`config.mk`:
```
export PLATFORM = sky130hd
export DESIGN_NAME = best_match_select
export DESIGN_NICKNAME = d
export VERILOG_FILES = /design/src/source/sse_pkg.sv /design/src/source/best_match_select.sv
export VERILOG_INCLUDE_DIRS = /design/src /design/src/source
export SDC_FILE = /design/constraint.sdc
export NUM_CORES = 1
export LEC_CHECK = 0
export ABC_CLOCK_PERIOD_IN_PS = 3400
export BUFFER_PORTS_ARGS = -buffer_cell sky130_fd_sc_hd__buf_2
export CORE_MARGIN = 2
export CORE_UTILIZATION = 46
export DETAILED_ROUTE_END_ITERATION = 12
export MAX_ROUTING_LAYER = met4
export PLACE_DENSITY = 0.68
export SLEW_MARGIN = 20
export SYNTH_ARGS = -nofsm -noshare
export SYNTH_HDL_FRONTEND = slang
export SYNTH_SLANG_ARGS = --single-unit
```
`constraint.sdc`:
```
create_clock -name clk -period 3.4 [get_ports clk]
set_clock_uncertainty 0.1 [all_clocks]
set_input_delay 0.34 -clock clk [delete_from_list [all_inputs] [get_ports clk]]
set_output_delay 0.34 -clock clk [all_outputs]
set_load 0.1 [all_outputs]
```
`src/source/sse_defines.svh`:
```
// Motion search SSE core parameters
// Block geometry, pixel and result widths shared by the RTL

`ifndef SSE_DEFINES_SVH
`define SSE_DEFINES_SVH

// Pixels per row and rows per block
`define SSE_BLOCK_SIZE 16

// Bits per luma pixel
`define SSE_PIXEL_WIDTH 8

// Accumulated sum of squared errors
`define SSE_WIDTH 32

// Candidate label width
`define SSE_CAND_ID_WIDTH 6

`endif

```
`src/source/sse_pkg.sv`:
```
// Motion search SSE types
// Candidate tag, engine result, search outcome and engine states

`include "sse_defines.svh"

package sse_pkg;

    // ----------------------------------------------------------------------
    // Candidate label, travels with the candidate through the engine
    // ----------------------------------------------------------------------
    typedef struct packed {
        logic [`SSE_CAND_ID_WIDTH-1:0] cand_id;
        logic                          last;
    } sse_tag_t;

    // Per-candidate engine output
    typedef struct packed {
        logic [`SSE_WIDTH-1:0] sse;
        sse_tag_t              tag;
    } sse_result_t;

    // Outcome of one search
    typedef struct packed {
        logic [`SSE_WIDTH-1:0]         best_sse;
        logic [`SSE_CAND_ID_WIDTH-1:0] best_id;
    } match_t;

    // ----------------------------------------------------------------------
    // Engine sequencing
    // ----------------------------------------------------------------------
    typedef enum logic [1:0] {
        SSE_IDLE,
        SSE_FEED,
        SSE_DRAIN
    } sse_state_e;

endpackage

```
`src/source/best_match_select.sv`:
```
// Best match selector
// Tracks the smallest SSE over a search and reports it with its
// candidate id once the last candidate has been scored

`timescale 1ns/1ps

module best_match_select
    import sse_pkg::*;
(
    input  logic        clk,
    input  logic        rst_n,
    input  sse_result_t result,
    input  logic        result_valid,
    output match_t      best,
    output logic        best_valid
);

    logic   have_best;
    match_t running;
    logic   take;
    match_t next_best;

    // ----------------------------------------------------------------------
    // Compare
    // ----------------------------------------------------------------------
    // Strictly smaller wins, so the earlier candidate keeps a tie
    assign take = !have_best || (result.sse < running.best_sse);

    always_comb begin
        if (take) begin
            next_best = '{best_sse: result.sse, best_id: result.tag.cand_id};
        end else begin
            next_best = running;
        end
    end

    // ----------------------------------------------------------------------
    // Running minimum and report
    // ----------------------------------------------------------------------
    always_ff @(posedge clk or negedge rst_n) begin
        if (!rst_n) begin
            have_best <= 1'b0;
            running   <= '0;
        end else if (result_valid) begin
            running <= next_best;
            // A last candidate closes the search
            have_best <= !result.tag.last;
        end
    end

    always_ff @(posedge clk or negedge rst_n) begin
        if (!rst_n) begin
            best       <= '0;
            best_valid <= 1'b0;
        end else begin
            best_valid <= result_valid && result.tag.last;
            if (result_valid && result.tag.last) begin
                best <= next_best;
            end
        end
    end

endmodule

```
==> results of run 1 <==
==> cells by family after synthesis <==
group | Yosys count
compound gates | 105
fa+ha+maj | 31
buf+inv | 74
flops | 78
mux | 38
simple gates | 135
==> registers in the layout, summed over array words and instances, names as in the netlist <==
register,cells
best,38
best_valid,1
have_best,1
running,38
==> Yosys cell counts <==
library cell | n | area, um^2
a211oi_2 | 1 | 12.5
a221o_1 | 1 | 10.0
buf_6 | 3 | 33.8
o221a_1 | 1 | 11.3
clkinv_1 | 1 | 3.75
o41a_1 | 1 | 11.3
a22o_1 | 1 | 8.76
o21a_1 | 1 | 7.51
a2bb2oi_1 | 37 | 324
inv_1 | 33 | 124
dfrtp_1 | 78 | 1950
nand3_1 | 39 | 195
mux2_4 | 20 | 300
nand2b_1 | 1 | 6.26
nor3_1 | 3 | 15.0
nand2_1 | 45 | 169
a211oi_1 | 3 | 22.5
a21o_1 | 2 | 15.0
o21ai_0 | 6 | 30.0
nor2_1 | 3 | 11.3
buf_2 | 13 | 65.1
or3b_2 | 1 | 8.76
a21oi_1 | 11 | 55.1
o2111ai_1 | 38 | 333
clkbuf_1 | 23 | 86.3
o211a_1 | 1 | 10.0
nor4_1 | 1 | 6.26
and2_0 | 1 | 6.26
mux2_2 | 18 | 203
o211ai_1 | 1 | 7.51
or3_1 | 37 | 231
ha_1 | 31 | 388
nand4_1 | 4 | 25.0
buf_1 | 1 | 3.75
==> power by group <==
part | switching, uW | internal, uW | total (uW)
clock | 341 | 473 | 814
sequential | 186 | 1200 | 1390
combinational | 1690 | 651 | 2340
==> worst max-delay path by stage <==
stage / depth (start not counted) / from / end
finish: 9 / running[23]$_DFFE_PN0P_ / best[23]$_DFFE_PN0P_
global route: 9 / running[23]$_DFFE_PN0P_ / best[23]$_DFFE_PN0P_
CTS: 9 / running[23]$_DFFE_PN0P_ / best[23]$_DFFE_PN0P_
detailed placement: 9 / result[24] / best[23]$_DFFE_PN0P_
global placement: 9 / result[24] / best[23]$_DFFE_PN0P_
floorplan: 10 / running[23]$_DFFE_PN0P_ / running[17]$_DFFE_PN0P_
==> layout by cell type (no fill, tap or decap), types with 4 or more instances in the layout <==
cell and count:
mux2_2 18, clkbuf_8 12, o21ai_0 6, ha_1 31
buf_4 9, a21oi_1 11, dfrtp_1 78, a2bb2oi_1 37
or3_1 37, inv_1 33, nand2_1 45, o2111ai_1 38
nand4_1 4, nand3_1 39, mux2_4 20, buf_2 79
==> cell type report <==
cell class              instances  area share
inverters                      34      0.0236
multi-input cells             309       0.449
flip-flops and latches         78       0.360
clock buffers                  13      0.0312
clock inverters                 3      0.0120
well taps                     133      0.0307
repair buffers                 91      0.0931
==> worst max-delay path: stages (launching register included) <==
cell and delay, ns:
dfrtp_1 0.38, inv_1 0.05, ha_1 0.29, a21o_1 0.19
a221o_1 0.32, a22o_1 0.22, a211oi_4 0.23, buf_12 0.34
o21ai_0 0.14, or3b_2 0.47
==> per-stage QoR <==
stage	area, um^2	power, uW	utilization
detailed placement	5170	3750	0.526
CTS	5400	4580	0.550
global placement	5170	3690	0.526
floorplan	4690	3310	-
global route	5420	4810	0.552
finish	5420	4550	0.552
==> routing by layer <==
| metal | share of wire | vias up |
|---|---|---|
| met5 | 0 | - |
| met4 | 0.015 | 0 |
| met3 | 0.031 | 13 |
| met2 | 0.46 | 82 |
| met1 | 0.49 | 1894 |
| li1 | - | 1843 |
==> results.md, run 1 <==
* Iter 0 DRT Violations at 142
* TritonRoute pass-1 iters at 5
* Nets at 596
* Clock Sinks at 78
* Post-Synth XOR/XNOR Area at 0
* Syn Nets at 534
* Syn Area/Cell at 10.2 um^2
* Simple-gate area share of the yosys netlist at 0.144
* Post-synthesis mux area share at 0.107
* Core Area at 9820 um^2
* M2 GR Usage at 0.331
* Final instance count without filler cells at 661
* Max Freq at 348 MHz
* Routability cong. at 0.767
* Peak VDD IR at 391 uV
* Port bufs at 80
* Die W at 105 um
* Worst hold path type: in -> reg
* Critical path class: reg -> reg
* Critical Path AT at 3.00 ns
* Reg2reg path depth at 9
* Share of cells above drive strength 1 at 0.280
* Num rows at 36
* N_diodes at 0
* H-tree Lvls at 3
* Setup violators final at 0
* Die Y at 105 um
* Setup tns final at 0 ns
* Global Route met3 Usage at 0.0343
* RSZ-0062 raised after global routing: false
* Critical path launch point type: register
* Sequential share of the synthesized area at 0.416
* Leakage at 0.00255 uW
* CTS tree: built
* Worst setup EP type: register
* Max-Cap Viols at 0
* Post-Synth Adder-Cell Area at 0.0827
* Compound-Gate Fraction of Synth Area at 0.183
* Worst-Margin Slew at 0.728 ns
* Min-delay src: result[2]
* Netlist Area Pre-Place at 4690 um^2
* Reg-to-Reg End: best[23]$_DFFE_PN0P_
* Worst skew pair latency at 0.35 ns
* Synthesized flop and latch total at 78
* Pre-CTS setup slack at 0.486 ns
* ANT nets after route at 0
* Post-detail-place hpwl at 7170 um
* CTS Hold Bufs at 0
* Outcome: finished, final reports clean
* Clock root cell: clkbuf_8
* DR vias at 3832
* Post-CTS Setup Bufs at 0
* Initial core utilization at 0.478
* Met1 Track Usage GR at 0.294
* Clock buffer depth at 2
* Tcrit/Tclk final at 0.844
* First-pass GRT wire length at 18900 um
* Register area at 1950 um^2
* Critical R2R Launch: running[23]$_DFFE_PN0P_
* Warnings, synthesis at 0
* CP Max Fanout at 76
* Number of global-route vias before repair at 3793
* Grt total ovfl at 0
* Gate count of the mapped netlist at 461
* Gr usage total at 0.217
* P&R area growth vs syn at 15.4%
* DRC Markers at 0
* Area of the multi-input gates at 2430 um^2
* Die ar. at 11000 um^2
* WL final at 11000 um
* Unique cell type count in the Yosys netlist at 34
* Slack of the critical path at 0.529 ns
* Cell Count Post-Placement at 644
* Clock slew at reported path FFs at 0.08 ns
* Fin crit period at 2.87 ns
* Reg-to-reg slack, setup at 0.53 ns
* Routed length per instance at 16.7 um
* Hold path cells at 2
* Fin. Hold Viols at 0
* Fillers at 918
* Busiest grt layer: met2
* Slew margin rel. at 0.515
* WHS Endpoint: running[1]$_DFFE_PN0P_
* Pwr/cell area at 840 nW/um^2
* I/O pin cnt at 81
* Via/cell ratio at 5.80
* Main combinational cell family by area after synthesis: compound AO/OA/AOI/OAI gates
* Post-CTS sizing at 0
* Total CTS buffers at 9
* Max-slew violations at 0
* CP Data Required Time at 3.53 ns
* Hold Slack at 0.145 ns
* Initial antenna violation count at 0
* Largest net degree at the start of global routing at 79
Power figures use the tool's default switching activity.
==> run 2: changes to the inputs <==
- ABC_CLOCK_PERIOD_IN_PS: 3400 -> 2400
- PLACE_DENSITY: 0.68 -> 0.7
- clock period: 3.4 -> 2.4 ns (I/O delays scaled with it)
==> run 2 against run 1 <==
The run now ends with negative setup slack left. Via count grew 17%. Worst setup slack got worse by 0.76 ns. Total power grew 69%. Routed wire length increased by 35%. Fmax rose by 9.1%. Critical path depth grew 2. Sequential power up 43%. Sequential cell count stayed put. Utilization grew 14 points.
==> results.md, run 2 (synthesized netlist as in run 1, its figures left out) <==
* Total CTS buffers at 9
* Hold Slack at 0.0321 ns
* H-tree Lvls at 3
* Grt total ovfl at 0
* Share of cells above drive strength 1 at 0.479
* Reg2reg path depth at 11
* Global Route met3 Usage at 0.0399
* Worst skew pair latency at 0.37 ns
* Final instance count without filler cells at 741
* Fin. Hold Viols at 0
* Cell Count Post-Placement at 699
* P&R area growth vs syn at 45.1%
* Worst hold path type: in -> reg
* DRC Markers at 0
* Largest net degree at the start of global routing at 61
* Number of global-route vias before repair at 4363
* RSZ-0062 raised after global routing: true
* Gr usage total at 0.247
* Clock buffer depth at 2
* Max-slew violations at 0
* Nets at 676
* Iter 0 DRT Violations at 243
* Reg-to-Reg End: best[4]$_DFFE_PN0P_
* Critical R2R Launch: running[24]$_DFFE_PN0P_
* Critical path launch point type: register
* Port bufs at 80
* Hold path cells at 2
* Clock slew at reported path FFs at 0.09 ns
* Via/cell ratio at 6.04
* M2 GR Usage at 0.393
* Outcome: finished with violations
* ANT nets after route at 0
* Biggest regs: best x38, running x38
* Die Y at 105 um
* Most common cell after layout, fill and taps aside: buf_2
* Slack of the critical path at -0.232 ns
* CP Data Required Time at 2.56 ns
* Peak VDD IR at 727 uV
* Clock root cell: clkbuf_8
* Max-Cap Viols at 0
* Slew margin rel. at 0.586
* Max Freq at 380 MHz
* Clock Sinks at 78
* WL final at 14900 um
* Util after Layout at 0.693
* Fin crit period at 2.63 ns
* Setup violators final at 76
* WHS Endpoint: running[2]$_DFFE_PN0P_
* Routability cong. at 0.843
* Commonest non-fill, non-tap cells in the layout: 79 x buf_2, 78 x dfrtp_1, 72 x buf_4
* Die ar. at 11000 um^2
* Num rows at 36
* Busiest grt layer: met2
* Failing checks: negative setup slack
* N_diodes at 0
* Post-detail-place hpwl at 8060 um
* Initial antenna violation count at 0
* TritonRoute pass-1 iters at 5
* Register area at 1950 um^2
* DR vias at 4472
* Fillers at 733
* Critical Path AT at 2.79 ns
* Tcrit/Tclk final at 1.10
* Worst setup EP type: register
* Worst-Margin Slew at 0.620 ns
* CTS tree: built
* Pwr Total at 7690 uW
* Reg-to-reg slack, setup at -0.23 ns
* I/O pin cnt at 81
* Core Area at 9820 um^2
* Critical path class: reg -> reg
* Pwr/cell area at 1130 nW/um^2
* CP Max Fanout at 9
* Pre-CTS setup slack at -0.275 ns
* Die W at 105 um
* Initial core utilization at 0.478
* Min-delay src: result[3]
* Leakage at 0.00313 uW
* Routed length per instance at 20.2 um
* First-pass GRT wire length at 21400 um
* Met1 Track Usage GR at 0.309
* Area of the multi-input gates at 2990 um^2
==> run 2: cell count changes in the layout (fill, tap and decap cells not counted), moves of 17 or more <==
| cell | before | now |
|---|---|---|
| buf_4 | 9 | 72 |
| o2111ai_1 | 38 | 14 |
| a2bb2oi_1 | 37 | 15 |
| a2bb2oi_2 | 0 | 22 |
| o2111ai_2 | 0 | 17 |
==> run 2: metrics by stage <==
stage	instance area [um^2]	setup TNS [ns]
2_1_floorplan	4690	-5.55
3_3_place_gp	5630	-11.87
3_5_place_dp	5630	-16.61
4_1_cts	6110	-8.46
5_1_grt	6810	-17.52
6_report	6810	-10.76
==> run 2: final cells by class <==
class,instances,area share
clock buffer,12,0.0243
clock inverter,4,0.00790
inverter,34,0.0187
multi-input combinational,309,0.439
sequential,78,0.287
tap,133,0.0244
timing repair buffer,171,0.199
==> run 2: worst max-delay path by stage <==
stage | startpoint | endpoint | depth (start not counted)
floorplan | running[23]$_DFFE_PN0P_ | running[17]$_DFFE_PN0P_ | 10
global placement | running[33]$_DFFE_PN0P_ | running[17]$_DFFE_PN0P_ | 8
detailed placement | running[32]$_DFFE_PN0P_ | running[34]$_DFFE_PN0P_ | 8
CTS | running[23]$_DFFE_PN0P_ | running[5]$_DFFE_PN0P_ | 9
global route | running[24]$_DFFE_PN0P_ | best[4]$_DFFE_PN0P_ | 11
finish | running[24]$_DFFE_PN0P_ | best[4]$_DFFE_PN0P_ | 11
==> run 2: critical path, cell delays in order (launching register included) <==
cell,delay [ns]
dfrtp_1,0.39
inv_1,0.06
ha_1,0.27
and2_4,0.14
a221o_1,0.30
a22o_1,0.22
a211oi_4,0.21
buf_6,0.23
buf_4,0.15
clkbuf_16,0.16
a2bb2oi_2,0.19
nand3_1,0.09
==> run 2: timing repair <==
| item | 4_1_cts | 5_1_grt |
|---|---|---|
| setup endpoints to repair | 76 | 76 |
| pin swaps | 1 | 62 |
| hold endpoints to repair | 32 | 0 |
| hold buffers | 1 | 0 |
| resized for setup | 25 | 78 |
| buffers inserted | 7 | 9 |
| cloned | 2 | 7 |
==> run 2: per-layer routing <==
metal  vias to the layer above  part of all wire
met3                        37             0.051
met1                      2272              0.41
met5                         -                 0
met2                       155              0.51
met4                         0             0.034
li1                       2008                 -
==> run 2: power breakdown <==
part / total (uW) / internal (uW) / leakage, uW / switching (uW)
Sequential: 1990 / 1700 / 0.000937 / 281
Clock: 1100 / 568 / 0.000105 / 531
Combinational: 4600 / 1700 / 0.00209 / 2910
==> run 3: changes to the inputs <==
- SKIP_LAST_GASP: default -> 1
==> run 3 against run 2 <==
Non-clock buffer count decreased by 2. Clock-buffer cell count stayed put. Combinational power is 2% lower. Final cell count decreased by 0.27%. Sequential share of layout area is 0.52 points higher. Global-route usage fell by 0.14 points. Utilization decreased by 1.2 points. Register-to-register slack improved by 0.02 ns. Die area stayed put. Sequential power barely moved. The run still ends with negative setup slack left. Total power fell by 1.7%. Routed wire length fell by 2.8%.
==> results.md, run 3 (synthesized netlist as in run 1, its figures left out) <==
* Outcome: finished with violations
* Failing checks: negative setup slack
* Initial antenna violation count at 0
* M2 GR Usage at 0.394
* Critical path class: reg -> reg
* Pre-CTS setup slack at -0.275 ns
* Psw at 3660 uW
* Busiest grt layer: met2
* Crit path from: running[24]$_DFFE_PN0P_
* TritonRoute pass-1 iters at 5
* Core Area at 9820 um^2
* Fin. Hold Viols at 0
* ANT nets after route at 0
* Reg-to-reg slack, setup at -0.22 ns
* Number of global-route vias before repair at 4356
* Max-Cap Viols at 0
* Die Y at 105 um
* Crit path buffers/inverters at 2
* Clock Power Share at 0.145
* I/O pin cnt at 81
* CTS tree: built
* Pwr/cell area at 1130 nW/um^2
* Critical R2R Launch: running[24]$_DFFE_PN0P_
* Register area at 1950 um^2
* RSZ-0062 raised after global routing: true
* Clock root cell: clkbuf_8
* WL final at 14500 um
* Max-slew violations at 0
* Share of cells above drive strength 1 at 0.457
* Port bufs at 80
* Fillers at 742
* Post-detail-place hpwl at 8060 um
* Routed length per instance at 19.6 um
* Largest net degree at the start of global routing at 61
* CP Data Required Time at 2.56 ns
* CP Depth at 9
* Met1 Track Usage GR at 0.306
* N_diodes at 0
* Global Route met3 Usage at 0.0324
* Worst path max stage delay at 0.38 ns
* First-pass GRT wire length at 21300 um
* Slew margin rel. at 0.606
* Num rows at 36
* Die ar. at 11000 um^2
* DRC Markers at 0
* CP Max Fanout at 13
* Total CTS buffers at 9
* Biggest regs: best x38, running x38
* Peak VDD IR at 661 uV
* Nets at 674
* Critical path launch point type: register
* H-tree Lvls at 3
* Reg-to-Reg End: running[12]$_DFFE_PN0P_
* Cell class contributing the biggest share of worst-path delay: compound AO/OA/AOI/OAI gates
* Most common cell after layout, fill and taps aside: buf_2
* Reg2reg path depth at 9
* Commonest non-fill, non-tap cells in the layout: 79 x buf_2, 78 x dfrtp_1, 70 x buf_4
* Iter 0 DRT Violations at 242
* Cells along the critical path: inv_1, ha_1, and2_4, a221o_1, a22o_1, a211oi_4, o211a_4, buf_12, mux2_2
* Hold Slack at 0.0382 ns
* Clock slew at reported path FFs at 0.09 ns
* Worst setup EP type: register
* Clock buffer depth at 2
* Area of the multi-input gates at 2880 um^2
* Critical Path AT at 2.78 ns
* Slack of the critical path at -0.216 ns
* Grt total ovfl at 0
* DR vias at 4431
* Via/cell ratio at 6.00
* Fin crit period at 2.62 ns
* Combinational share of power at 0.594
* Reg power frac at 0.261
* P&R area growth vs syn at 42.5%
* Worst skew pair latency at 0.37 ns
* Util after Layout at 0.681
* Gr usage total at 0.246
* Slowest-stage cell, CP: dfrtp_1
* Clock Sinks at 78
* Routability cong. at 0.843
* Worst-Margin Slew at 0.590 ns
* Initial core utilization at 0.478
* Leakage at 0.00307 uW
* Crit path to: running[12]$_DFFE_PN0P_
* Setup tns final at -10.65 ns
* Setup violators final at 76
* Switching share of power at 0.485
* Worst hold path type: in -> reg
* Die W at 105 um
* Tcrit/Tclk final at 1.09
* Max Freq at 382 MHz
* Total internal power at 3900 uW
-- run 3: how the worst min path moves through the flow --
stage	from	end	slack, ns	cells after the start
after CTS	result[3]	running[2]$_DFFE_PN0P_	0.02	2
after global routing	result[6]	running[5]$_DFFE_PN0P_	0.03	2
after floorplan	rst_n	best[0]$_DFFE_PN0P_	-0.16	0
final	result[4]	running[3]$_DFFE_PN0P_	0.04	2
after detailed placement	rst_n	running[33]$_DFFE_PN0P_	0.12	1
after global placement	rst_n	running[33]$_DFFE_PN0P_	0.12	1
-- run 3: through the flow --
| step | power [uW] | std cells | instance area, um^2 |
|---|---|---|---|
| after detailed placement | 5640 | 699 | 5630 |
| final | 7560 | 739 | 6690 |
| after floorplan | 4690 | 461 | 4690 |
| after CTS | 6950 | 725 | 6090 |
| after global placement | 5550 | 699 | 5630 |
| after global routing | 7900 | 739 | 6690 |
-- run 3: power by group through the flow --
stage / registers, uW / logic, uW / clock network [uW]
2_1_floorplan: 3380 / 1320 / 0
3_3_place_gp: 1950 / 3600 / 0
3_5_place_dp: 1960 / 3680 / 0
4_1_cts: 1940 / 3910 / 1100
5_1_grt: 2010 / 4720 / 1170
6_report: 1970 / 4490 / 1100
-- run 3: layout make-up --
cell class,instances,share of cell area
inverters,34,0.0191
flip-flops and latches,78,0.292
clock buffers,12,0.0247
repair buffers,169,0.200
multi-input cells,309,0.431
clock inverters,4,0.00804
well taps,133,0.0249
-- run 3: layer usage --
layer | wire [um] | vias to the layer above
met1 | 6050 | 2244
met4 | 403 | 0
met5 | 0 | -
met3 | 653 | 32
li1 | - | 2005
met2 | 7410 | 150
-- run 3: repair_timing --
item	CTS	global route
endpoints found under the hold margin	32	0
gates resized for setup	18	63
setup endpoints to repair	76	76
gates cloned	2	7
hold buffers	1	0
setup buffers	7	7
pin swaps	1	52
